File: config.mk
export PLATFORM = sky130hd
export DESIGN_NAME = vector_lane
export DESIGN_NICKNAME = d
export VERILOG_FILES = /design/src/source/vlane_pkg.sv /design/src/source/lane_issue.sv /design/src/source/arith_unit.sv /design/src/source/mul_unit.sv /design/src/source/div_unit.sv /design/src/source/wb_arbiter.sv /design/src/source/vector_lane.sv
export SDC_FILE = /design/constraint.sdc
export NUM_CORES = 2
export LEC_CHECK = 0
export BUFFER_PORTS_ARGS = -buffer_cell sky130_fd_sc_hd__buf_2
export CORE_ASPECT_RATIO = 1.1
export CORE_MARGIN = 3
export CORE_UTILIZATION = 45
export CTS_BUF_LIST = sky130_fd_sc_hd__clkbuf_8
export CTS_CLUSTER_SIZE = 16
export DETAILED_ROUTE_END_ITERATION = 10
export GPL_TIMING_DRIVEN = 0
export SLEW_MARGIN = 20
export SYNTH_ARGS = -nofsm -noshare
export SYNTH_HDL_FRONTEND = slang
export SYNTH_HIERARCHICAL = 1
export SYNTH_SLANG_ARGS = --single-unit
File: constraint.sdc
create_clock -name CLK -period 9.6 [get_ports CLK]
set_input_delay 0.48 -clock CLK [delete_from_list [all_inputs] [get_ports CLK]]
set_output_delay 0.48 -clock CLK [all_outputs]
set_load 0.005 [all_outputs]
File: src/source/vlane_pkg.sv
// --------------------------------------------------------------------------
// vector lane package: element widths, unit and opcode encodings, the
// issue and result records shared by the queue, the units and the arbiter.
// --------------------------------------------------------------------------
package vlane_pkg;

  localparam int data_w = 32;  // element width.
  localparam int tag_w  = 4;   // operation tag width.

  // functional unit selected by an issued operation.
  typedef enum logic [1:0] {
    arith = 2'd0,  // add, logic, shifts, min.
    mul   = 2'd1,  // pipelined multiply.
    div   = 2'd2   // serial divide.
  } fu_type_e;

  // element opcodes, only the ones the target unit knows are meaningful.
  typedef enum logic [3:0] {
    op_add  = 4'd0,
    op_sub  = 4'd1,
    op_and  = 4'd2,
    op_or   = 4'd3,
    op_xor  = 4'd4,
    op_sll  = 4'd5,   // shift amount from src_b[4:0].
    op_srl  = 4'd6,   // logical right shift.
    op_min  = 4'd7,   // unsigned minimum.
    op_mul  = 4'd8,   // low half of the product.
    op_divu = 4'd9,   // unsigned quotient.
    op_remu = 4'd10   // unsigned remainder.
  } alu_op_e;

  // one operation as it comes from the dispatcher.
  typedef struct packed {
    fu_type_e            fu;     // target unit.
    alu_op_e             op;     // opcode.
    logic [tag_w-1:0]    tag;    // returned with the result.
    logic [data_w-1:0]   src_a;  // first operand.
    logic [data_w-1:0]   src_b;  // second operand.
  } lane_op_t;

  // one finished result on the shared writeback bus.
  typedef struct packed {
    logic [tag_w-1:0]    tag;    // tag of the producing operation.
    logic [data_w-1:0]   data;   // element result.
  } lane_result_t;

endpackage

File: src/source/lane_issue.sv
// --------------------------------------------------------------------------
// issue queue: buffers credited operations and starts the head on its unit.
// --------------------------------------------------------------------------
`timescale 1ns/10ps

module lane_issue #(
  parameter int ISSUE_DEPTH = 4
) (
  input  logic                CLK,
  input  logic                rst_n,
  input  logic                iss_valid,
  input  vlane_pkg::lane_op_t iss_op,
  output logic                credit_return,
  output logic                start_a,
  output logic                start_m,
  output logic                start_d,
  output vlane_pkg::lane_op_t unit_op,
  input  logic                ready_a,
  input  logic                ready_m,
  input  logic                ready_d
);

  localparam int ptr_w = (ISSUE_DEPTH > 1) ? $clog2(ISSUE_DEPTH) : 1;
  localparam int cnt_w = $clog2(ISSUE_DEPTH + 1);

  vlane_pkg::lane_op_t mem [ISSUE_DEPTH];  // queue storage.
  logic [ptr_w-1:0]    wr_ptr, rd_ptr;
  logic [cnt_w-1:0]    count;               // occupied entries.
  logic                not_empty, full, push, pop;

  assign not_empty = (count != '0);
  assign full      = (count == cnt_w'(ISSUE_DEPTH));
  assign push      = iss_valid;              // credits guarantee space.
  assign unit_op   = mem[rd_ptr];            // head goes to all units.

  // steer the head by its fu field, only into a unit that is ready.
  assign start_a = not_empty && (unit_op.fu == vlane_pkg::arith) && ready_a;
  assign start_m = not_empty && (unit_op.fu == vlane_pkg::mul)   && ready_m;
  assign start_d = not_empty && (unit_op.fu == vlane_pkg::div)   && ready_d;
  assign pop     = start_a | start_m | start_d;
  assign credit_return = pop;                // one credit per departure.

  always_ff @(posedge CLK or negedge rst_n) begin
    if (!rst_n) begin
      wr_ptr <= '0;
      rd_ptr <= '0;
      count  <= '0;
    end else begin
      if (push) wr_ptr <= (wr_ptr == ptr_w'(ISSUE_DEPTH - 1)) ? '0 : wr_ptr + 1'b1;
      if (pop)  rd_ptr <= (rd_ptr == ptr_w'(ISSUE_DEPTH - 1)) ? '0 : rd_ptr + 1'b1;
      if (push && !pop)      count <= count + 1'b1;
      else if (pop && !push) count <= count - 1'b1;
    end
  end

  always_ff @(posedge CLK) begin
    if (push) mem[wr_ptr] <= iss_op;  // payload, no reset.
  end

  // the dispatcher may only issue while it holds a credit.
  a_no_push_full: assert property (@(posedge CLK) disable iff (!rst_n)
    !(iss_valid && full));

endmodule

File: src/source/arith_unit.sv
// --------------------------------------------------------------------------
// arithmetic unit: one-cycle add, sub, logic, shifts and unsigned min,
// parked in a single holding register until the writeback grant.
// --------------------------------------------------------------------------
`timescale 1ns/10ps

module arith_unit (
  input  logic                    CLK,
  input  logic                    rst_n,
  input  logic                    start,
  input  vlane_pkg::lane_op_t     op,
  output logic                    ready,
  output logic                    req,
  output vlane_pkg::lane_result_t res,
  input  logic                    grant
);

  logic [vlane_pkg::data_w-1:0] alu_data;  // combinational result.
  logic [4:0]                   shamt;
  logic                         hold_vld;  // holding register occupied.
  vlane_pkg::lane_result_t      hold_res;

  assign shamt = op.src_b[4:0];

  always_comb begin
    case (op.op)
      vlane_pkg::op_add: alu_data = op.src_a + op.src_b;
      vlane_pkg::op_sub: alu_data = op.src_a - op.src_b;
      vlane_pkg::op_and: alu_data = op.src_a & op.src_b;
      vlane_pkg::op_or:  alu_data = op.src_a | op.src_b;
      vlane_pkg::op_xor: alu_data = op.src_a ^ op.src_b;
      vlane_pkg::op_sll: alu_data = op.src_a << shamt;
      vlane_pkg::op_srl: alu_data = op.src_a >> shamt;
      vlane_pkg::op_min: alu_data = (op.src_a < op.src_b) ? op.src_a : op.src_b;  // unsigned.
      default:           alu_data = '0;  // other units' opcodes.
    endcase
  end

  // free now, or freed by the grant this cycle.
  assign ready = !hold_vld || grant;
  assign req   = hold_vld;
  assign res   = hold_res;

  always_ff @(posedge CLK or negedge rst_n) begin
    if (!rst_n) begin
      hold_vld <= 1'b0;
    end else if (start) begin
      hold_vld <= 1'b1;         // new result replaces the granted one.
    end else if (grant) begin
      hold_vld <= 1'b0;
    end
  end

  always_ff @(posedge CLK) begin
    if (start) hold_res <= '{tag: op.tag, data: alu_data};
  end

endmodule

File: src/source/mul_unit.sv
// --------------------------------------------------------------------------
// multiply unit: partial products in front, summed into the output
// register, whole pipe frozen while the output waits for its grant.
// --------------------------------------------------------------------------
`timescale 1ns/10ps

module mul_unit #(
  parameter int MUL_STAGES = 3
) (
  input  logic                    CLK,
  input  logic                    rst_n,
  input  logic                    start,
  input  vlane_pkg::lane_op_t     op,
  output logic                    ready,
  output logic                    req,
  output vlane_pkg::lane_result_t res,
  input  logic                    grant
);

  localparam int pp_n = MUL_STAGES - 1;  // stages before the output register.

  logic [MUL_STAGES-1:0]       vld;            // last bit is the output register.
  logic [vlane_pkg::tag_w-1:0] tag   [pp_n];
  logic [31:0]                 pp_lo [pp_n];   // src_a * src_b[15:0].
  logic [15:0]                 pp_hi [pp_n];   // src_a[15:0] * src_b[31:16], low half.
  vlane_pkg::lane_result_t     out_res;
  logic                        advance;

  assign advance = !vld[MUL_STAGES-1] || grant;  // stall on a held output.
  assign ready   = advance;
  assign req     = vld[MUL_STAGES-1];
  assign res     = out_res;

  always_ff @(posedge CLK or negedge rst_n) begin
    if (!rst_n) begin
      vld <= '0;
    end else if (advance) begin
      vld <= {vld[MUL_STAGES-2:0], start};  // shift valids with the data.
    end
  end

  always_ff @(posedge CLK) begin
    if (advance) begin
      tag[0]   <= op.tag;
      pp_lo[0] <= op.src_a * op.src_b[15:0];          // keeps low 32 bits.
      pp_hi[0] <= op.src_a[15:0] * op.src_b[31:16];   // only bits below 2^32 count.
      for (int i = 1; i < pp_n; i++) begin
        tag[i]   <= tag[i-1];
        pp_lo[i] <= pp_lo[i-1];
        pp_hi[i] <= pp_hi[i-1];
      end
      out_res.tag  <= tag[pp_n-1];
      out_res.data <= pp_lo[pp_n-1] + {pp_hi[pp_n-1], 16'h0000};  // low product.
    end
  end

endmodule

File: src/source/div_unit.sv
// --------------------------------------------------------------------------
// divide unit: restoring serial divider, one quotient bit per cycle.
// --------------------------------------------------------------------------
`timescale 1ns/10ps

module div_unit (
  input  logic                    CLK,
  input  logic                    rst_n,
  input  logic                    start,
  input  vlane_pkg::lane_op_t     op,
  output logic                    ready,
  output logic                    req,
  output vlane_pkg::lane_result_t res,
  input  logic                    grant
);

  typedef enum logic [1:0] {
    idle = 2'd0,
    run  = 2'd1,
    done = 2'd2
  } div_state_e;

  div_state_e                  state;
  logic [4:0]                  cnt;      // iteration count.
  logic [31:0]                 quo;      // dividend shifts out, quotient shifts in.
  logic [31:0]                 rem;      // partial remainder.
  logic [31:0]                 dvsr;
  logic                        is_rem;   // op_remu selects the remainder.
  logic [vlane_pkg::tag_w-1:0] tag_q;
  logic [32:0]                 trial;    // shifted remainder minus divisor.

  assign trial = {rem, quo[31]} - {1'b0, dvsr};

  assign ready    = (state == idle);
  assign req      = (state == done);
  assign res.tag  = tag_q;
  assign res.data = is_rem ? rem : quo;

  always_ff @(posedge CLK or negedge rst_n) begin
    if (!rst_n) begin
      state <= idle;
      cnt   <= '0;
    end else begin
      case (state)
        idle: if (start) begin
          state <= run;                      // load cycle.
          cnt   <= '0;
        end
        run: begin
          cnt <= cnt + 1'b1;
          if (cnt == 5'd31) state <= done;   // 32 iterations.
        end
        done: if (grant) state <= idle;
        default: state <= idle;
      endcase
    end
  end

  // zero divisor never fails the trial, so quotient is all ones and the
  // remainder collects the whole dividend.
  always_ff @(posedge CLK) begin
    if (state == idle && start) begin
      quo    <= op.src_a;
      rem    <= '0;
      dvsr   <= op.src_b;
      is_rem <= (op.op == vlane_pkg::op_remu);
      tag_q  <= op.tag;
    end else if (state == run) begin
      if (!trial[32]) rem <= trial[31:0];    // subtract succeeded.
      else            rem <= {rem[30:0], quo[31]};  // restore.
      quo <= {quo[30:0], ~trial[32]};
    end
  end

  // the queue only starts this unit while it reports ready.
  a_start_idle: assert property (@(posedge CLK) disable iff (!rst_n)
    start |-> state == idle);

endmodule

File: src/source/wb_arbiter.sv
// --------------------------------------------------------------------------
// writeback arbiter: round-robin among the three units onto one result bus.
// --------------------------------------------------------------------------
`timescale 1ns/10ps

module wb_arbiter (
  input  logic                    CLK,
  input  logic                    rst_n,
  input  logic [2:0]              req,
  input  vlane_pkg::lane_result_t res_a,
  input  vlane_pkg::lane_result_t res_m,
  input  vlane_pkg::lane_result_t res_d,
  output logic [2:0]              grant,
  input  logic                    res_ready,
  output logic                    res_valid,
  output vlane_pkg::lane_result_t res
);

  logic [1:0] last;   // index of the unit granted last.
  logic [1:0] win;    // next unit in rotation that is requesting.
  logic       found;

  always_comb begin
    int idx;
    idx   = 0;
    win   = last;
    found = 1'b0;
    for (int k = 1; k <= 3; k++) begin
      idx = (int'(last) + k) % 3;      // search starts after last.
      if (!found && req[idx]) begin
        win   = 2'(idx);
        found = 1'b1;
      end
    end
  end

  assign res_valid = found;
  assign grant     = (found && res_ready) ? (3'b001 << win) : 3'b000;  // transfer.

  always_comb begin
    case (win)
      2'd0:    res = res_a;
      2'd1:    res = res_m;
      default: res = res_d;
    endcase
  end

  always_ff @(posedge CLK or negedge rst_n) begin
    if (!rst_n) begin
      last <= 2'd2;                    // arith unit first after reset.
    end else if (|grant) begin
      last <= win;
    end
  end

  a_grant_onehot: assert property (@(posedge CLK) disable iff (!rst_n)
    $onehot0(grant));

endmodule

File: src/source/vector_lane.sv
// --------------------------------------------------------------------------
// vector lane top: issue queue, three functional units, writeback arbiter.
// --------------------------------------------------------------------------
`timescale 1ns/10ps

module vector_lane #(
  parameter int ISSUE_DEPTH = 4,
  parameter int MUL_STAGES  = 3
) (
  input  logic                    CLK,
  input  logic                    rst_n,
  input  logic                    iss_valid,
  input  vlane_pkg::lane_op_t     iss_op,
  output logic                    credit_return,
  output logic                    res_valid,
  output vlane_pkg::lane_result_t res,
  input  logic                    res_ready
);

  logic                    start_a, start_m, start_d;
  logic                    ready_a, ready_m, ready_d;
  vlane_pkg::lane_op_t     unit_op;        // head operation to all units.
  logic [2:0]              req, grant;     // bit 0 arith, 1 mul, 2 div.
  vlane_pkg::lane_result_t res_a, res_m, res_d;

  lane_issue #(.ISSUE_DEPTH(ISSUE_DEPTH)) issue_i (
    .CLK, .rst_n, .iss_valid, .iss_op, .credit_return,
    .start_a, .start_m, .start_d, .unit_op,
    .ready_a, .ready_m, .ready_d
  );

  arith_unit arith_i (
    .CLK, .rst_n, .start(start_a), .op(unit_op), .ready(ready_a),
    .req(req[0]), .res(res_a), .grant(grant[0])
  );

  mul_unit #(.MUL_STAGES(MUL_STAGES)) mul_i (
    .CLK, .rst_n, .start(start_m), .op(unit_op), .ready(ready_m),
    .req(req[1]), .res(res_m), .grant(grant[1])
  );

  div_unit div_i (
    .CLK, .rst_n, .start(start_d), .op(unit_op), .ready(ready_d),
    .req(req[2]), .res(res_d), .grant(grant[2])
  );

  wb_arbiter arb_i (
    .CLK, .rst_n, .req, .res_a, .res_m, .res_d,
    .grant, .res_ready, .res_valid, .res
  );

endmodule

==> impl_results.md <==
- Outcome: finished, final reports clean
- Sequential area share after synthesis: 0.356
- Gr usage total: 0.317
- Synth async-reset ratio: 0.0337
- TritonRoute pass-1 iters: 9
- CP Cell Sequence: clkbuf_2 > clkbuf_2 > mux4_2 > clkbuf_1 > clkbuf_1 > and2_1 > fa_1 > inv_1 > fa_1 > fa_1 > inv_1 > fa_1 > fa_1 > inv_1 > fa_1 > inv_1 > ha_1 > and3_1 > o2111ai_1 > o2111ai_2 > o21ai_1 > or3_1 > a311oi_2 > xor2_1
- Worst Setup Slack, final: about 0.31 ns
- Layout cell share with drive strength beyond 1: 0.113
- Die X: about 320 um
- Final #Nets: between 5000 and 6000
- Crit-path max FO: 10
- FF-to-FF Start: issue_i/rd_ptr[1]
- Root Driver: clkbuf_8
- Clk Latency, worst-skew pair: just under 0.8 ns
- Pre-CTS setup slack: -0.636 ns
- CTS tree: built
- WP data required: between 10 and 15 ns
- Die H: between 300 and 400 um
- Clock sinks: around 590
- Cell mode on critical path: fa_1
- Critical path class: flop to flop
- Cells after synthesis: 4681
- First-iteration detailed-routing DRC count: approximately 4400
- Tcrit/Tclk final: 0.968
- Final hold vios: 0
- Pin count of the biggest net entering global routing: 58
- First-pass GRT wire length: 259000 um
- Vias in the first global route: between 30000 and 40000
- Via/cell ratio: approximately 5.8
- RSZ-0062 raised after global routing: true
- Cts bufs inserted: about 100
- Starting Density: 0.454
- Slew Limit Headroom: 0.164
- Min-Delay Path Class: primary input to asynchronous set/reset pin
- Yosys warning total: 6
- Htree depth: 3
- IO buf count: roughly 120
- R2r setup slk: approximately 0.3 ns
- Clock Tree Buf Depth: 3
- Worst Reg2Reg Path Length in Cells: 24
- Routed wire length: approximately 180000 um
- Min cycle time layout: ~9.3 ns
- Most frequent cells in the layout: inv_1, nand2_1, edfxtp_1, fa_1, ha_1
- Synthesized flop and latch total: a little under 600
- Synthesized area: a little under 50000 um^2
- Slowest cell on the critical path: mux4_2
- Synth cell types: between 100 and 150
- Via count: ~38000
- HPWL Detailed: 131000 um
- Synth Flop Type: edfxtp_1
- WL/cell: approximately 27 um
- Area Growth Syn to Fin: 11.8%
- DRC: 0
- Crit start category: flop
- Max-slew violations: 0
- Core footprint: 107000 um^2
- Mean Syn Cell Area: roughly 10 um^2
- Final Setup Violations: 0
- Crit end category: flop
- Max Cap Viol: 0
- Detail Route Antenna Nets: 0
- Num rows: between 100 and 150
- Initial antenna violation count: 22
- EDFF count, synth: ~540
- Crit path DAT: 9.75 ns
- CP max stage delay: 0.57 ns
- GRT overflow: 0
- IO Pins: about 120
- Worst r2r dst: mul_i/pp_lo[0][29]
- Synthesized net count: around 5400
- Commonest non-fill, non-tap cell in the layout: inv_1
- Slew @ Worst Pin: about 1.2 ns
- GP Congestion: 1.03
- Clock slew at reported path FFs: approximately 0.060 ns
- Die ar.: around 110000 um^2
- FMAX: approximately 110 MHz
- Worst Skew: between 0.04 and 0.05 ns
[flip-flops by register name, summed over array words and instances (netlist names)]
signal	count
issue_i/mem	296
mul_i/pp_lo	64
arith_i/res	36
mul_i/res	36
div_i/dvsr	32
div_i/quo	32
div_i/rem	32
mul_i/pp_hi	32
mul_i/tag	8
div_i/cnt	5
div_i/tag_q	4
issue_i/count	3
mul_i/vld	3
arb_i/last	2
div_i/state	2
issue_i/rd_ptr	2
issue_i/wr_ptr	2
arith_i/req	1
div_i/is_rem	1
[per-layer routing]
layer  up-vias  routed length (um)  global-route usage  share of wire
li1      16700                   -                   -              -
met1     18900               69800               0.411           0.40
met2      1831               80600               0.503           0.46
met3       442               15800              0.0669          0.090
met4         4                9820               0.165          0.056
met5         -                  29                   0        0.00016
[cells in the mapped netlist (9+ instances only)]
cell,number,share of area
inv_1,616,0.047
nand2_1,610,0.047
edfxtp_1,541,0.33
fa_1,389,0.16
ha_1,280,0.072
nor2_1,241,0.019
a21oi_1,233,0.024
and2_1,225,0.029
clkbuf_1,171,0.013
o21ai_0,171,0.018
xnor2_1,128,0.023
mux2i_1,109,0.022
mux4_2,93,0.043
nand3_1,50,0.0051
nor3_1,47,0.0048
mux2_2,42,0.0097
a211oi_1,39,0.0060
a21o_1,39,0.0060
a21oi_2,35,0.0063
dfxtp_1,32,0.013
o21ai_1,31,0.0032
a221oi_1,30,0.0054
xor2_1,30,0.0054
nand2b_1,29,0.0037
buf_1,26,0.0020
buf_2,26,0.0027
nor2b_1,25,0.0032
a31oi_1,22,0.0028
o211ai_1,22,0.0034
o21bai_1,21,0.0032
and3_1,19,0.0024
dfrtp_1,19,0.0097
o21a_1,19,0.0029
o221ai_1,19,0.0034
o22ai_1,16,0.0021
o31ai_1,16,0.0025
a211o_1,15,0.0027
nand4_1,12,0.0015
or3_1,12,0.0015
buf_4,10,0.0015
buf_6,10,0.0023
a221o_1,9,0.0018
a32oi_1,9,0.0016
nor4_1,9,0.0012
[worst max path at each step]
| stage | from | endpoint | depth (start not counted) | slack [ns] |
|---|---|---|---|---|
| finish | issue_i/rd_ptr[1] | mul_i/pp_lo[0][29] | 24 | 0.31 |
| global route | issue_i/rd_ptr[0] | mul_i/pp_lo[0][29] | 25 | -0.04 |
| CTS | issue_i/rd_ptr[1] | mul_i/pp_lo[0][31] | 24 | 0.004 |
| detailed placement | issue_i/rd_ptr[1] | mul_i/pp_lo[0][31] | 24 | -0.64 |
| global placement | issue_i/rd_ptr[1] | mul_i/pp_lo[0][31] | 24 | -0.58 |
| floorplan | issue_i/rd_ptr[0] | mul_i/pp_lo[0][28] | 26 | 2.10 |
[kinds of logic (layout without fill, tap and decap cells)]
kind of cell / Yosys count / after routing / synth area share
multiplexers: 247 / 247 / 0.0758
AND/OR/NAND/NOR: 1312 / 1312 / 0.124
adder cells (fa/ha/maj): 669 / 669 / 0.231
flip-flops: 593 / 593 / 0.356
buffers and inverters: 865 / 1275 / 0.0707
AO/OA/AOI/OAI: 835 / 835 / 0.113
XOR/XNOR: 160 / 160 / 0.0290
other: 0 / 17 / 0
[metrics by stage]
stage	setup TNS, ns	cell area [um^2]	hold WS (ns)	instances	utilization
finish	0	54500	0.299	6516	0.508
global route	-0.0397	54500	0.311	6504	0.508
CTS	0	54300	0.238	6483	0.506
detailed placement	-1.95	51400	0.405	6217	0.479
global placement	-2.09	51100	0.400	6204	0.476
floorplan	0	48800	0.184	4681	-
[critical path, delay by kind of cell, from the launching register on]
kind                       cells  cell delay, ns
DFF                            1            0.42
xor gates and xnor gates       1            0.57
and+or+nand+nor                3            0.92
muxes                          1            0.57
AOI/OAI and AO/OA              4            1.20
buffers and inverters          8            1.99
adders and majority gates      7            3.27
[layout make-up]
type | instances | area (um^2)
fill | 9893 | 52800
multi-input combinational | 3223 | 28000
sequential | 593 | 17400
inverter | 618 | 2320
timing repair buffer | 225 | 1760
tap | 1408 | 1760
clock buffer | 108 | 1490
buffer | 244 | 1140
clock inverter | 80 | 626
antenna | 17 | 42.5
[repair_timing]
action / CTS / global route
endpoints found under the setup margin: 6 / 5
hold endpoints to repair: 318 / 0
hold buffers: 77 / 0
buffers inserted: 3 / 17
gates resized for setup: 6 / 13
Power is left out: the tool's default activity adds up to more than one toggle a clock period on the data nets, which glitch-free logic cannot reach.
